[config.mk]
export PLATFORM = sky130hd
export DESIGN_NAME = board_status_top
export DESIGN_NICKNAME = d
export VERILOG_FILES = /design/src/rtl/board_status_pkg.sv /design/src/rtl/disp_cfg_if.sv /design/src/rtl/status_regs.sv /design/src/rtl/seg7_scan.sv /design/src/rtl/rgb_priv_led.sv /design/src/rtl/board_status_top.sv
export SDC_FILE = /design/constraint.sdc
export NUM_CORES = 1
export LEC_CHECK = 0
export BUFFER_PORTS_ARGS = -buffer_cell sky130_fd_sc_hd__buf_2
export CORE_AREA = 2 2 159 161
export DETAILED_ROUTE_END_ITERATION = 16
export DIE_AREA = 0 0 161 163
export HOLD_SLACK_MARGIN = 0.03
export MAX_ROUTING_LAYER = met4
export PLACE_DENSITY = 0.69
export SETUP_SLACK_MARGIN = 0.4
export SYNTH_ARGS = -nofsm -noshare
export SYNTH_HDL_FRONTEND = slang
export SYNTH_SLANG_ARGS = --single-unit
[constraint.sdc]
create_clock -name CORE_CLK -period 4 [get_ports CORE_CLK]
set_input_delay 0.4 -clock CORE_CLK [delete_from_list [all_inputs] [get_ports CORE_CLK]]
set_output_delay 0.4 -clock CORE_CLK [all_outputs]
set_load 0.03 [all_outputs]
[src/rtl/board_status_pkg.sv]
// register map, privilege enum, seven-segment glyph tables and scan/led timing constants
`default_nettype none

package board_status_pkg;

    localparam int WB_ADDR_W = 3;   // word address
    localparam int DATA_W    = 32;

    localparam logic [WB_ADDR_W-1:0] REG_CTRL = 3'd0; // bit0 ready, bit1 loading
    localparam logic [WB_ADDR_W-1:0] REG_PRIV = 3'd1;
    localparam logic [WB_ADDR_W-1:0] REG_PC   = 3'd2;
    localparam logic [WB_ADDR_W-1:0] REG_IR   = 3'd3;
    localparam logic [WB_ADDR_W-1:0] REG_HIST = 3'd4; // read only

    typedef enum logic [1:0] {
        PRIV_U = 2'd0,
        PRIV_S = 2'd1,
        PRIV_M = 2'd3
    } priv_e;

    // segment bits {dp,a,b,c,d,e,f,g}, active high
    localparam logic [7:0] SEG_HEX [16] = '{
        8'b0111_1110, 8'b0011_0000, 8'b0110_1101, 8'b0111_1001,  // 0 1 2 3
        8'b0011_0011, 8'b0101_1011, 8'b0101_1111, 8'b0111_0000,  // 4 5 6 7
        8'b0111_1111, 8'b0111_1011, 8'b0111_0111, 8'b0001_1111,  // 8 9 A b
        8'b0100_1110, 8'b0011_1101, 8'b0100_1111, 8'b0100_0111   // C d E F
    };

    // "ArchProc" read from digit 7 down to digit 0
    localparam logic [7:0] SEG_IDLE [8] = '{
        8'b0000_1101, 8'b0001_1101, 8'b0000_0101, 8'b0110_0111,  // c o r P
        8'b0001_0111, 8'b0000_1101, 8'b0000_0101, 8'b0111_0111   // h c r A
    };

    // blank lead-in, then "Loading" and two dots
    localparam logic [7:0] SEG_LOAD [16] = '{
        8'h00, 8'h00, 8'h00, 8'h00, 8'h00, 8'h00, 8'h00,
        8'b0000_1110, 8'b0001_1101, 8'b0111_1101, 8'b0011_1101,  // L o a d
        8'b0001_0000, 8'b0001_0101, 8'b1111_1011,                // i n g.
        8'b1000_0000, 8'b1000_0000
    };

    localparam int SCAN_DIV_DEFAULT = 16000; // cycles per digit at 8 MHz
    localparam int SCROLL_TICKS     = 64;    // scan ticks per scroll step
    localparam int BLINK_W          = 4;     // colour shows 1 cycle in 16
    localparam int PWM_W            = 12;    // breathing ramp

endpackage

`default_nettype wire

[src/rtl/disp_cfg_if.sv]
// display configuration interface between the register block and the display units
`timescale 1ns/1ns
`default_nettype none

interface disp_cfg_if;
    import board_status_pkg::*;

    logic              ready;
    logic              loading;
    priv_e             priv;
    logic [DATA_W-1:0] value;   // selected display word

    // driven by the register block
    modport src (
        output ready, loading, priv, value
    );

    // seven-segment scanner and rgb led
    modport dst (
        input ready, loading, priv, value
    );

endinterface

`default_nettype wire

[src/rtl/status_regs.sv]
// wishbone classic status registers, keyboard/mouse byte history and button display select
`timescale 1ns/1ns
`default_nettype none

module status_regs (
    input  wire                                 CORE_CLK,
    input  wire                                 CORE_RST_X,
    input  wire                                 i_wb_cyc,
    input  wire                                 i_wb_stb,
    input  wire                                 i_wb_we,
    input  wire [board_status_pkg::WB_ADDR_W-1:0] i_wb_adr,
    input  wire [board_status_pkg::DATA_W-1:0]  i_wb_dat,
    output logic [board_status_pkg::DATA_W-1:0] o_wb_dat,
    output logic                                o_wb_ack,
    input  wire                                 i_btn_u,
    input  wire                                 i_btn_d,
    input  wire                                 i_btn_l,
    input  wire                                 i_btn_r,
    input  wire                                 i_btn_c,
    input  wire                                 i_kbd_we,
    input  wire  [7:0]                          i_kbd_data,
    input  wire                                 i_mouse_we,
    input  wire  [7:0]                          i_mouse_data,
    disp_cfg_if.src                             cfg
);
    import board_status_pkg::*;

    logic              wb_req;
    logic [DATA_W-1:0] rdata;
    logic              ctrl_ready;
    logic              ctrl_loading;
    priv_e             priv_q;
    logic [DATA_W-1:0] pc_q;
    logic [DATA_W-1:0] ir_q;
    logic [DATA_W-1:0] hist_q;
    logic [DATA_W-1:0] value_q;

    // new request only, so ack drops for a cycle between accesses
    assign wb_req = i_wb_cyc && i_wb_stb && !o_wb_ack;

    always_comb begin
        case (i_wb_adr)
            REG_CTRL: rdata = {30'd0, ctrl_loading, ctrl_ready};
            REG_PRIV: rdata = {30'd0, priv_q};
            REG_PC:   rdata = pc_q;
            REG_IR:   rdata = ir_q;
            REG_HIST: rdata = hist_q;
            default:  rdata = '0;   // unmapped
        endcase
    end

    always_ff @(posedge CORE_CLK) begin
        if (!CORE_RST_X) begin
            o_wb_ack     <= 1'b0;
            ctrl_ready   <= 1'b0;
            ctrl_loading <= 1'b0;
            priv_q       <= PRIV_U;
        end else begin
            o_wb_ack <= wb_req;
            if (wb_req && i_wb_we) begin
                case (i_wb_adr)
                    REG_CTRL: begin
                        ctrl_ready   <= i_wb_dat[0];
                        ctrl_loading <= i_wb_dat[1];
                    end
                    REG_PRIV: priv_q <= priv_e'(i_wb_dat[1:0]);
                    default: ;
                endcase
            end
        end
    end

    always_ff @(posedge CORE_CLK) begin
        if (wb_req && i_wb_we && i_wb_adr == REG_PC) pc_q <= i_wb_dat;
        if (wb_req && i_wb_we && i_wb_adr == REG_IR) ir_q <= i_wb_dat;
        if (wb_req && !i_wb_we) o_wb_dat <= rdata;  // held while ack is high
    end

    // keyboard lane in the low half, mouse lane in the high half
    always_ff @(posedge CORE_CLK) begin
        if (!CORE_RST_X) begin
            hist_q <= '0;
        end else begin
            if (i_kbd_we) hist_q[15:0] <= {hist_q[7:0], i_kbd_data};
            if (i_mouse_we) hist_q[31:16] <= {hist_q[23:16], i_mouse_data};
        end
    end

    always_ff @(posedge CORE_CLK) begin
        if (i_btn_u || i_btn_d || i_btn_c) value_q <= '0;
        else if (i_btn_l)                  value_q <= pc_q;
        else if (i_btn_r)                  value_q <= ir_q;
        else                               value_q <= hist_q;
    end

    assign cfg.ready   = ctrl_ready;
    assign cfg.loading = ctrl_loading;
    assign cfg.priv    = priv_q;
    assign cfg.value   = value_q;

    a_ack_in_cycle: assert property (@(posedge CORE_CLK) disable iff (!CORE_RST_X)
        o_wb_ack |-> (i_wb_cyc && i_wb_stb));

    a_ack_single: assert property (@(posedge CORE_CLK) disable iff (!CORE_RST_X)
        o_wb_ack |=> !o_wb_ack);

endmodule

`default_nettype wire

[src/rtl/seg7_scan.sv]
// eight-digit seven-segment scanner with hex, idle banner and scrolling loading banner
`timescale 1ns/1ns
`default_nettype none

module seg7_scan #(
    parameter int SCAN_DIV = board_status_pkg::SCAN_DIV_DEFAULT
) (
    input  wire        CORE_CLK,
    input  wire        CORE_RST_X,
    disp_cfg_if.dst    cfg,
    output logic [7:0] o_seg,   // active low cathodes
    output logic [7:0] o_an     // active low anodes
);
    import board_status_pkg::*;

    typedef enum logic [1:0] {
        MODE_HEX,
        MODE_IDLE,
        MODE_LOAD
    } mode_e;

    logic [$clog2(SCAN_DIV)-1:0]     div_cnt;
    logic                            tick;
    logic [2:0]                      digit;      // next digit to light
    logic [2:0]                      cur_digit;  // digit behind o_an
    logic [3:0]                      scroll;
    logic [$clog2(SCROLL_TICKS)-1:0] scroll_cnt;
    mode_e                           mode;
    logic [3:0]                      nibble;
    logic [3:0]                      load_idx;
    logic [7:0]                      glyph;

    assign tick = (div_cnt == $bits(div_cnt)'(SCAN_DIV - 1));

    always_ff @(posedge CORE_CLK) begin
        if (!CORE_RST_X) begin
            div_cnt   <= '0;
            digit     <= 3'd0;
            cur_digit <= 3'd0;
            o_an      <= 8'hff;
        end else begin
            div_cnt <= tick ? '0 : div_cnt + 1'b1;
            if (tick) begin
                o_an      <= ~(8'd1 << digit);
                cur_digit <= digit;
                digit     <= digit + 3'd1;   // wraps 7 -> 0
            end
        end
    end

    // scroll position, parked at 0 whenever not loading
    always_ff @(posedge CORE_CLK) begin
        if (!CORE_RST_X || !cfg.loading) begin
            scroll     <= 4'd0;
            scroll_cnt <= '0;
        end else if (tick) begin
            if (scroll_cnt == $bits(scroll_cnt)'(SCROLL_TICKS - 1)) begin
                scroll_cnt <= '0;
                scroll     <= scroll + 4'd1;
            end else begin
                scroll_cnt <= scroll_cnt + 1'b1;
            end
        end
    end

    // loading wins over not-ready
    always_comb begin
        if (cfg.loading)     mode = MODE_LOAD;
        else if (!cfg.ready) mode = MODE_IDLE;
        else                 mode = MODE_HEX;
    end

    assign nibble   = cfg.value[{cur_digit, 2'b00} +: 4];
    assign load_idx = scroll + 4'd7 - {1'b0, cur_digit};   // mod 16

    always_comb begin
        case (mode)
            MODE_LOAD: glyph = SEG_LOAD[load_idx];
            MODE_IDLE: glyph = SEG_IDLE[cur_digit];
            default:   glyph = SEG_HEX[nibble];
        endcase
    end

    // pattern lands one cycle after its anode
    always_ff @(posedge CORE_CLK) begin
        if (!CORE_RST_X) begin
            o_seg <= 8'hff;
        end else if (o_an == 8'hff) begin
            o_seg <= 8'hff;          // nothing lit yet
        end else begin
            o_seg <= ~glyph;
        end
    end

    a_an_onehot0: assert property (@(posedge CORE_CLK) disable iff (!CORE_RST_X)
        $onehot0(~o_an));

endmodule

`default_nettype wire

[src/rtl/rgb_priv_led.sv]
// rgb led with breathing pwm while loading and a privilege colour blink when ready
`timescale 1ns/1ns
`default_nettype none

module rgb_priv_led (
    input  wire        CORE_CLK,
    input  wire        CORE_RST_X,
    disp_cfg_if.dst    cfg,
    output logic [2:0] o_rgb    // {B,G,R}
);
    import board_status_pkg::*;

    logic [PWM_W-1:0]   ramp;
    logic [PWM_W:0]     acc_b;
    logic [PWM_W:0]     acc_g;
    logic [PWM_W:0]     acc_r;
    logic [2:0]         breathe;
    logic [BLINK_W-1:0] blink;

    // msb of the accumulator flips the duty direction, so brightness rises and falls
    function automatic logic pwm_bit(input logic [PWM_W:0] acc, input logic [PWM_W-1:0] pos);
        pwm_bit = acc[PWM_W] ? (acc[PWM_W-1:0] < pos) : (acc[PWM_W-1:0] >= pos);
    endfunction

    always_ff @(posedge CORE_CLK) begin
        if (!CORE_RST_X) begin
            ramp    <= '0;
            acc_b   <= '0;
            acc_g   <= (PWM_W+1)'(64);   // phase offsets so colours drift apart
            acc_r   <= (PWM_W+1)'(512);
            breathe <= 3'b000;
            blink   <= '0;
        end else begin
            ramp  <= ramp + 1'b1;
            blink <= blink + 1'b1;
            if (ramp == '0) begin        // one step per ramp period
                acc_b <= acc_b + (PWM_W+1)'(2);
                acc_g <= acc_g + (PWM_W+1)'(3);
                acc_r <= acc_r + (PWM_W+1)'(5);
            end
            breathe <= {pwm_bit(acc_b, ramp), pwm_bit(acc_g, ramp), pwm_bit(acc_r, ramp)};
        end
    end

    always_comb begin
        if (cfg.loading) begin
            o_rgb = breathe;
        end else if (!cfg.ready || blink != '0) begin
            o_rgb = 3'b000;
        end else begin
            case (cfg.priv)
                PRIV_U:  o_rgb = 3'b100;  // blue
                PRIV_S:  o_rgb = 3'b010;  // green
                PRIV_M:  o_rgb = 3'b001;  // red
                default: o_rgb = 3'b000;
            endcase
        end
    end

    a_single_colour: assert property (@(posedge CORE_CLK) disable iff (!CORE_RST_X)
        (cfg.ready && !cfg.loading) |-> $onehot0(o_rgb));

endmodule

`default_nettype wire

[src/rtl/board_status_top.sv]
// board status front panel top with wishbone register block, seven-segment scanner and rgb led
`timescale 1ns/1ns
`default_nettype none

module board_status_top #(
    parameter int SCAN_DIV = board_status_pkg::SCAN_DIV_DEFAULT
) (
    input  wire                                   CORE_CLK,
    input  wire                                   CORE_RST_X,
    input  wire                                   i_wb_cyc,
    input  wire                                   i_wb_stb,
    input  wire                                   i_wb_we,
    input  wire  [board_status_pkg::WB_ADDR_W-1:0] i_wb_adr,
    input  wire  [board_status_pkg::DATA_W-1:0]   i_wb_dat,
    output wire  [board_status_pkg::DATA_W-1:0]   o_wb_dat,
    output wire                                   o_wb_ack,
    input  wire                                   i_btn_u,
    input  wire                                   i_btn_d,
    input  wire                                   i_btn_l,
    input  wire                                   i_btn_r,
    input  wire                                   i_btn_c,
    input  wire                                   i_kbd_we,
    input  wire  [7:0]                            i_kbd_data,
    input  wire                                   i_mouse_we,
    input  wire  [7:0]                            i_mouse_data,
    output wire  [7:0]                            o_seg,
    output wire  [7:0]                            o_an,
    output wire  [2:0]                            o_rgb      // {B,G,R}
);

    disp_cfg_if u_cfg ();

    status_regs u_regs (
        .CORE_CLK     (CORE_CLK),
        .CORE_RST_X   (CORE_RST_X),
        .i_wb_cyc     (i_wb_cyc),
        .i_wb_stb     (i_wb_stb),
        .i_wb_we      (i_wb_we),
        .i_wb_adr     (i_wb_adr),
        .i_wb_dat     (i_wb_dat),
        .o_wb_dat     (o_wb_dat),
        .o_wb_ack     (o_wb_ack),
        .i_btn_u      (i_btn_u),
        .i_btn_d      (i_btn_d),
        .i_btn_l      (i_btn_l),
        .i_btn_r      (i_btn_r),
        .i_btn_c      (i_btn_c),
        .i_kbd_we     (i_kbd_we),
        .i_kbd_data   (i_kbd_data),
        .i_mouse_we   (i_mouse_we),
        .i_mouse_data (i_mouse_data),
        .cfg          (u_cfg.src)
    );

    seg7_scan #(
        .SCAN_DIV (SCAN_DIV)
    ) u_seg (
        .CORE_CLK   (CORE_CLK),
        .CORE_RST_X (CORE_RST_X),
        .cfg        (u_cfg.dst),
        .o_seg      (o_seg),
        .o_an       (o_an)
    );

    rgb_priv_led u_rgb (
        .CORE_CLK   (CORE_CLK),
        .CORE_RST_X (CORE_RST_X),
        .cfg        (u_cfg.dst),
        .o_rgb      (o_rgb)
    );

endmodule

`default_nettype wire

; ---- Word level (Yosys, flattened, before mapping)
; Memories as Yosys holds them, arrays and structs flattened.
; Index checks and enable logic that the tools add are counted.
; W data, S select, Z words.
[totals]
reg_bits = 269
mem_bits_ro = 320
in_bits = 63
out_inout_bits = 52
elab_cells = 108
n_memories = 3
[memory_table]
columns = name, words, width, read_ports, rd_ports_with_merged_regs, wr, line_no
row1 = (no name shown), 16, 8, 1, 0, 0, seg7_scan.sv:80  ; default: glyph = SEG_HEX[nibble];
row2 = (no name shown), 16, 8, 1, 0, 0, seg7_scan.sv:78  ; MODE_LOAD: glyph = SEG_LOAD[load_idx];
row3 = (no name shown), 8, 8, 1, 0, 0, seg7_scan.sv:79  ; MODE_IDLE: glyph = SEG_IDLE[cur_digit];
[op_classes]
addsub = 11
order_cmp = 9
eq_ne = 11
shift = 2
muxes = 19
bitwise = 6
reduce_logical = 24
[ops]
columns = cell, count
row1 = $pmux W32 S5, 1
row2 = $mux W32, 2
row3 = $mux W8, 6
row4 = $ge A12 B12 Y1, 3
row5 = $lt A12 B12 Y1, 3
row6 = $shiftx A32 B6 Y4, 1
row7 = $add A13 B2 Y13 const B, 2
row8 = $not A8 Y8, 2
row9 = $pmux W8 S2, 1
row10 = $add A14 B1 Y14 const B, 1
row11 = $eq A14 B14 Y1 const B, 1
row12 = $add A13 B3 Y13 const B, 1
row13 = $add A12 B1 Y12 const B, 1
row14 = $logic_not A12 Y1, 1
row15 = $ge A5 B5 Y1 const B, 2
row16 = $not A4 Y5, 2
row17 = $pmux W3 S3, 1
row18 = $add A4 B1 Y4 const B, 2
row19 = $eq A8 B8 Y1 const B, 1
row20 = $shl A1 B3 Y8 const A, 1
row21 = $add A6 B1 Y6 const B, 1
row22 = $eq A3 B2 Y1 const B, 2
row23 = $eq A6 B6 Y1 const B, 1
row24 = $logic_and A1 B1 Y1, 6
row25 = other kinds (21), 37

; ---- Longest topological paths before layout
; Gate-level depths: netlist of the first run.
[logic_depth]
depth_word = 8
depth_mapped = 12
depth_no_buf = 10

; ---- By module
; Synthesis of the first run repeated with hierarchy kept, for this count alone.
[hier_totals]
hier_cells = 1163
area_unflattened_um2 = 12802.3
[by_module_without_submodules]
columns = module, n_inst, cells_per_inst, area_per_inst_um2, seq_area_each_um2
row1 = status_regs, 1, 479, 6547.5, 4264.1
row2 = rgb_priv_led, 1, 388, 3485.8, 1141.1
row3 = seg7_scan, 1, 296, 2768.9, 920.9

; ---- Worst setup path after synthesis of the first run
; OpenSTA, ideal clock, no wires.
[synth_timing]
path_type = input-to-reg
startpoint = input i_wb_adr[1] in the netlist's numbering
endpoint = register u_regs.ir_q[0], enable pin
setup_ns = 0.461
t_arrival_ns = 3.255
required_time_ns = 3.539
path_slack_ns = 0.285
path_stages = 4
path_buffers = 2
cell_sequence = clkbuf_1 nand2_1 clkbuf_1 nor3_1
[synth_between]
elab_chain_cells = 2
[synth_lines]
columns = element, line_no
row1 = from (decl), board_status_top.sv:13  ; input wire [board_status_pkg::WB_ADDR_W-1:0] i_wb_adr,
row2 = $eq A3 B2 Y1, status_regs.sv:75  ; if (wb_req && i_wb_we && i_wb_adr == REG_IR) ir_q <= i_wb_dat;
row3 = $logic_and A1 B1 Y1, status_regs.sv:75
row4 = to (signal assigned), status_regs.sv:75
row5 = to (decl), status_regs.sv:34  ; logic [DATA_W-1:0] ir_q;
; Every way passes these cells.
; A chain may end at the register's enable or synchronous reset.

; ---- Worst setup path after layout of the first run
[layout_timing]
startpoint = register u_regs.ctrl_loading, in the netlist u_regs.cfg.loading
endpoint = output o_rgb[1]
[layout_between]
elab_chain_cells = 1
[layout_lines]
columns = element, line_no
row1 = from (decl), status_regs.sv:31  ; logic ctrl_loading;
row2 = from (signal assigned), status_regs.sv:64  ; ctrl_loading <= i_wb_dat[1];
row3 = $mux W3, rgb_priv_led.sv:46  ; if (cfg.loading) begin
row4 = to (decl), board_status_top.sv:28  ; output wire [2:0] o_rgb
; Every way passes these cells.

==> results.sh, run 1 <==
export IMPL_postCtsSetupRepairBufs=0
export IMPL_synth_edf_count=96
export IMPL_finalHoldViolCount=0
export IMPL_critPathLaunchType="register"
export IMPL_clkTransAtPathRegs_ns=0.06
export IMPL_path_cells="nand2b_1, nor4b_1, nand2_1, o21ai_0, buf_2"
export IMPL_drtAntennaViolNets=0
export IMPL_start_util=0.497
export IMPL_setup_viol=0
export IMPL_hpwlAfterDp_um=18400
export IMPL_rsz0062_at_grt="no"
export IMPL_grt_overflow_total=0
export IMPL_ys_types=63
export IMPL_cts_buffers_inserted=28
export IMPL_slew_violations=0
export IMPL_synth_cells=1187
export IMPL_synthSimpleGateAreaFrac=0.155
export IMPL_postSynth_asyncResetShare=0
export IMPL_yosys_most_used_dff="dfxtp_1"
export IMPL_critical_path_required_ns=3.60
export IMPL_r2r_end="u_seg.o_seg[0]"
export IMPL_path_buf_inv=1
export IMPL_hold_path_class="in -> reg"
export IMPL_grt_pass1_wl_um=44100
export IMPL_area_growth_pct=17.8
export IMPL_core_area_sq_um=24700
export IMPL_io_pins=115
export IMPL_fin_setup_tns_ns=0
export IMPL_insertion_delay_ns=0.56
export IMPL_place_gp_congestion=0.847
export IMPL_critical_path_slowest_cell="nor4b_1"
export IMPL_via_per_inst=5.37
export IMPL_cts_buffer_depth=3
export IMPL_dieArea_sq_um=26200
export IMPL_synth_top_family_by_area="simple AND/OR/NAND/NOR gates"
export IMPL_drv_cap=0
export IMPL_skew_ns=0.0262
export IMPL_grt_pass1_vias=8459
export IMPL_die_x_um=161
export IMPL_layout_commonest_cell="nor2_1"
export IMPL_placement_io_buffers=114
export IMPL_die_y_um=163
export IMPL_yosysWarnings=0
export IMPL_rows=58
export IMPL_hold_path_startpoint="i_wb_dat[25]"
export IMPL_htreeDepth=1
export IMPL_drive_gt1_frac=0.146
export IMPL_grt_max_degree=79
export IMPL_leakagePower_nw=5.82
export IMPL_drtIter0Drc=503
export IMPL_synth_area_sq_um=12300
export IMPL_syn_num_nets=1319
export IMPL_max_freq_ghz=0.335
export IMPL_critPathMaxStageDelay_ns=0.52
export IMPL_final_cell_mix="186 x nor2_1, 172 x dfxtp_1, 114 x buf_2"
export IMPL_synth_compound_area_frac=0.0781
export IMPL_drc=0
export IMPL_clock_root_buffer="clkbuf_16"
export IMPL_cellPowerDensity_nw_per_um2=432
export IMPL_synth_seq_area_share=0.515
export IMPL_routedWlPerCell_um=16.6
export IMPL_reg2reg_slack_ns=1.17
export IMPL_cts_tree="done"
export IMPL_holdWs_ns=0.0517
export IMPL_fillers=2136
export IMPL_slew_limit_headroom=0.280
export IMPL_critPathArrivalTime_ns=2.59
export IMPL_ff2ff_path_depth=10
export IMPL_tightest_slew_ns=1.08
export IMPL_endpoint_kind="output port"
export IMPL_synthXorXnorAreaFrac=0.0454
export IMPL_reg2reg_from="u_seg.cur_digit[1]"
export IMPL_critPathKind="reg -> out"
export IMPL_grtUsageTotal=0.216
export IMPL_ir_drop_mv=0.362
export IMPL_outcome="complete, no violations"
export IMPL_avgSynthCellArea_sq_um=10.3
export IMPL_ys_ff_latch=268
export IMPL_nets=1440
export IMPL_cpLargestDelayFamily="simple AND/OR/NAND/NOR gates"
export IMPL_synth_mux_area_frac=0.104
export IMPL_fin_crit_ns=2.99
export IMPL_synth_fa_ha_area_frac=0.0710
export IMPL_wl_um=27600
export IMPL_first_pass_iters=4
export IMPL_cp_max_fo=17
export IMPL_holdPathStages=1
export IMPL_fin_crit_sh=0.747
export IMPL_hold_path_end="u_regs.pc_q[25]"
export IMPL_cts_sinks=268
export IMPL_antenna_found_initial=4
export IMPL_vias=8922
report_power, final:
group	leakage [nW]	internal, mW	switching [mW]
Clock	0.520	1.74	1.11
Sequential	2.28	2.89	0.0614
Combinational	3.02	0.195	0.257
logic make-up (layout without fill, tap and decap cells):
logic type               after synthesis  count (layout)
AND/OR/NAND/NOR                      412             412
flip-flops                           268             268
AO/OA/AOI/OAI                        160             160
multiplexers                         117             117
buffers and inverters                 99             241
adder cells (fa/ha/maj)               69              69
XOR/XNOR                              62              62
other                                  0               4
per-layer routing:
layer | wire (um) | global-route usage | up-vias
li1 | - | - | 4422
met5 | 0 | - | -
met4 | 546 | 0.0605 | 0
met2 | 12800 | 0.338 | 191
met1 | 12900 | 0.293 | 4270
met3 | 1350 | 0.0341 | 39
worst max path at each step:
stage	start	endpoint	slack (ns)	cells after the start
3_3_place_gp	u_seg.cur_digit[1]	u_seg.o_seg[3]	1.26	7
4_1_cts	u_regs.cfg.loading	o_rgb[1]	0.97	5
2_1_floorplan	i_wb_adr[1]	u_regs.ir_q[0]	0.28	4
3_5_place_dp	u_seg.cur_digit[1]	u_seg.o_seg[3]	1.14	7
6_report	u_regs.cfg.loading	o_rgb[1]	1.01	5
5_1_grt	u_regs.cfg.loading	o_rgb[1]	0.86	5
stage by stage:
step	setup WS, ns	util	instances	cell area [sq um]	total power [mW]
after floorplan	0.285	-	1187	12300	3.30
after global placement	1.26	0.533	1584	13200	3.43
after detailed placement	1.14	0.533	1584	13200	3.44
after CTS	0.967	0.586	1659	14400	6.29
after global routing	0.864	0.586	1663	14500	6.47
final	1.01	0.586	1663	14500	6.25
layout make-up:
type                       instances  area [sq um]  share of cell area
antenna                            4          10.0            0.000692
clock buffer                      42           920              0.0636
clock inverter                     9           138             0.00952
inverter                          42           158              0.0109
multi-input combinational        820          5600               0.387
sequential                       268          6330               0.438
tap                              330           413              0.0286
timing repair buffer             148           898              0.0621
synthesized netlist by cell type (3+ instances only):
master	instances	area share
or4_1	6	0.0037
clkinv_1	3	0.00092
edfxtp_1	96	0.23
dfxtp_1	172	0.28
a221o_1	4	0.0033
nor2b_1	5	0.0025
nor3_1	16	0.0065
nor2_1	186	0.057
buf_2	7	0.0029
o21ai_1	4	0.0016
o21a_1	3	0.0018
xnor2_1	40	0.029
mux2i_1	106	0.086
nor4_1	13	0.0066
and4_1	4	0.0029
a21o_1	12	0.0073
or3_1	5	0.0025
o21bai_1	4	0.0024
a221oi_1	3	0.0021
mux4_2	8	0.015
a21oi_1	54	0.022
a31oi_1	6	0.0031
inv_1	39	0.012
xor2_1	21	0.015
and2_1	5	0.0025
a211oi_1	4	0.0024
clkbuf_1	37	0.011
ha_1	68	0.069
nand4_1	17	0.0087
nand3_1	25	0.010
and3_1	19	0.0097
buf_1	13	0.0040
o21ai_0	46	0.019
nand2_1	95	0.029
repair_timing:
action / in CTS / in global routing
hold endpoints to repair: 46 / 0
hold buffers: 24 / 0
resized for setup: 0 / 0
sequential cells by signal, indices dropped and copies added (netlist names), 13 cells and up:
signal,cells
u_regs.pc_q,32
u_seg.div_cnt,14
u_rgb.acc_g,13
u_rgb.acc_r,13
u_regs.hist_q,32
u_regs.cfg.value,32
u_regs.ir_q,32
u_regs.o_wb_dat,32
(Power assumes the default switching activity.)
==> inputs of run 2 (changes only) <==
==> constraint.sdc (replaced) <==
create_clock -name CORE_CLK -period 3.1 [get_ports CORE_CLK]
set_input_delay 0.31 -clock CORE_CLK [delete_from_list [all_inputs] [get_ports CORE_CLK]]
set_output_delay 0.31 -clock CORE_CLK [all_outputs]
set_load 0.03 [all_outputs]
==> run 2 against run 1 <==
Die area unchanged. Highest routed layer unchanged. Sequential share of layout area down 0.61 points. Combinational power up 38%. Clock power up 17%. Largest cell class unchanged. Utilization up 0.83 points. Cell area up 1.4%. Via count up 1.6%. Register-to-register slack worse by 0.51 ns. Wire length up 1.4%. Clock skew down 0.015 ns.
==> results.sh, run 2 (synthesis gave the netlist of run 1 again) <==
export IMPL_drtAntennaViolNets=0
export IMPL_clock_root_buffer="clkbuf_16"
export IMPL_critical_path_required_ns=2.79
export IMPL_grtUsageTotal=0.216
export IMPL_clkTransAtPathRegs_ns=0.06
export IMPL_setup_viol=0
export IMPL_drive_gt1_frac=0.149
export IMPL_ir_drop_mv=0.326
export IMPL_place_area_sq_um=13200
export IMPL_layout_commonest_cell="nor2_1"
export IMPL_max_freq_ghz=0.387
export IMPL_vias=9062
export IMPL_rows=58
export IMPL_htreeDepth=1
export IMPL_cts_sinks=268
export IMPL_core_area_sq_um=24700
export IMPL_holdWs_ns=0.0902
export IMPL_critPathKind="reg -> out"
export IMPL_start_util=0.497
export IMPL_cp_max_fo=17
export IMPL_top_usage_layer="met2"
export IMPL_cellPowerDensity_nw_per_um2=529
export IMPL_via_per_inst=5.33
export IMPL_drv_cap=0
export IMPL_routedWlPerCell_um=16.5
export IMPL_critPathArrivalTime_ns=2.28
export IMPL_leakagePower_nw=5.91
export IMPL_place_gp_congestion=0.849
export IMPL_fin_cells=1699
export IMPL_layout_setup_ws_ns=0.514
export IMPL_placement_io_buffers=114
export IMPL_grt_util_met1=0.289
export IMPL_tightest_slew_ns=1.07
export IMPL_dieArea_sq_um=26200
export IMPL_first_pass_iters=7
export IMPL_area_growth_pct=19.5
export IMPL_wl_um=28000
export IMPL_dp_slack_ns=0.647
export IMPL_hold_path_class="in -> reg"
export IMPL_rsz0062_at_grt="no"
export IMPL_drc=0
export IMPL_fin_crit_ns=2.59
export IMPL_hpwlAfterDp_um=18900
export IMPL_cts_buffers_inserted=28
export IMPL_cts_buffer_depth=3
export IMPL_drtIter0Drc=685
export IMPL_die_x_um=161
export IMPL_endpoint_kind="output port"
export IMPL_slew_violations=0
export IMPL_critical_path_slowest_cell="dfxtp_1"
export IMPL_insertion_delay_ns=0.55
export IMPL_grt_overflow_total=0
export IMPL_antenna_found_initial=4
export IMPL_fin_crit_sh=0.834
export IMPL_grt_pass1_wl_um=44500
export IMPL_die_y_um=163
export IMPL_grt_pass1_vias=8701
export IMPL_outcome="complete, no violations"
export IMPL_skew_ns=0.0116
export IMPL_final_cell_mix="186 x nor2_1, 172 x dfxtp_1, 114 x buf_2"
export IMPL_critPathMaxStageDelay_ns=0.49
export IMPL_dp_cells=1595
export IMPL_final_cell_area_sq_um=14700
export IMPL_grtUsageMet2=0.342
export IMPL_postCtsSetupRepairBufs=0
export IMPL_met3_usage=0.0415
export IMPL_nets=1475
export IMPL_finalHoldViolCount=0
export IMPL_grt_max_degree=36
export IMPL_io_pins=115
export IMPL_path_cells="nand2b_4, nor4b_2, nand2_1, o21ai_0, buf_2"
export IMPL_fin_util=0.594
export IMPL_slew_limit_headroom=0.289
export IMPL_cts_tree="done"
export IMPL_critPathLaunchType="register"
-- run 2: area by class of cell --
cell class,count,area (sq um)
fill,2087,10000
sequential,268,6330
multi-input combinational,820,5620
timing repair buffer,183,1210
clock buffer,36,792
tap,330,413
inverter,42,161
clock inverter,16,135
antenna,4,10.0
-- run 2: worst paths after layout --
kind,startpoint,to,slack [ns],cells after the start
max,u_regs.cfg.loading,o_rgb[1],0.51,5
min,i_wb_stb,u_regs.o_wb_ack,0.09,3
max reg2reg,u_seg.cur_digit[0],u_seg.o_seg[5],0.66,10
min reg2reg,u_rgb.blink[0],u_rgb.blink[0],0.46,1
-- run 2: repair_timing --
action,CTS,global route
endpoints found under the hold margin,80,0
setup endpoints to repair,3,1
hold buffers,48,0
gates resized for setup,3,1
-- run 2: critical path: cells and delay by family, from the launching register on --
family                 cells  cell delay (ns)
AO/OA/AOI/OAI              1             0.26
buffers and inverters      1             0.26
flip-flops                 1             0.49
AND/OR/NAND/NOR            3             0.73
-- run 2: layer usage --
metal / part of all wire / routed length [um] / up-vias
li1: - / - / 4505
met1: 0.46 / 12900 / 4276
met2: 0.46 / 12800 / 245
met3: 0.067 / 1890 / 36
met4: 0.015 / 418 / 0
met5: 0 / 0 / -
-- run 2: through the flow --
stage	TNS, ns	total power, mW
6_report	0	7.76
5_1_grt	0	8.04
4_1_cts	0	7.83
3_5_place_dp	0	4.46
3_3_place_gp	0	4.44
2_1_floorplan	-33.63	4.26
-- run 2: power breakdown --
| part | leakage, nW | switching (mW) | internal, mW |
|---|---|---|---|
| registers | 2.28 | 0.0782 | 3.73 |
| logic | 3.17 | 0.347 | 0.277 |
| clock network | 0.464 | 1.37 | 1.96 |
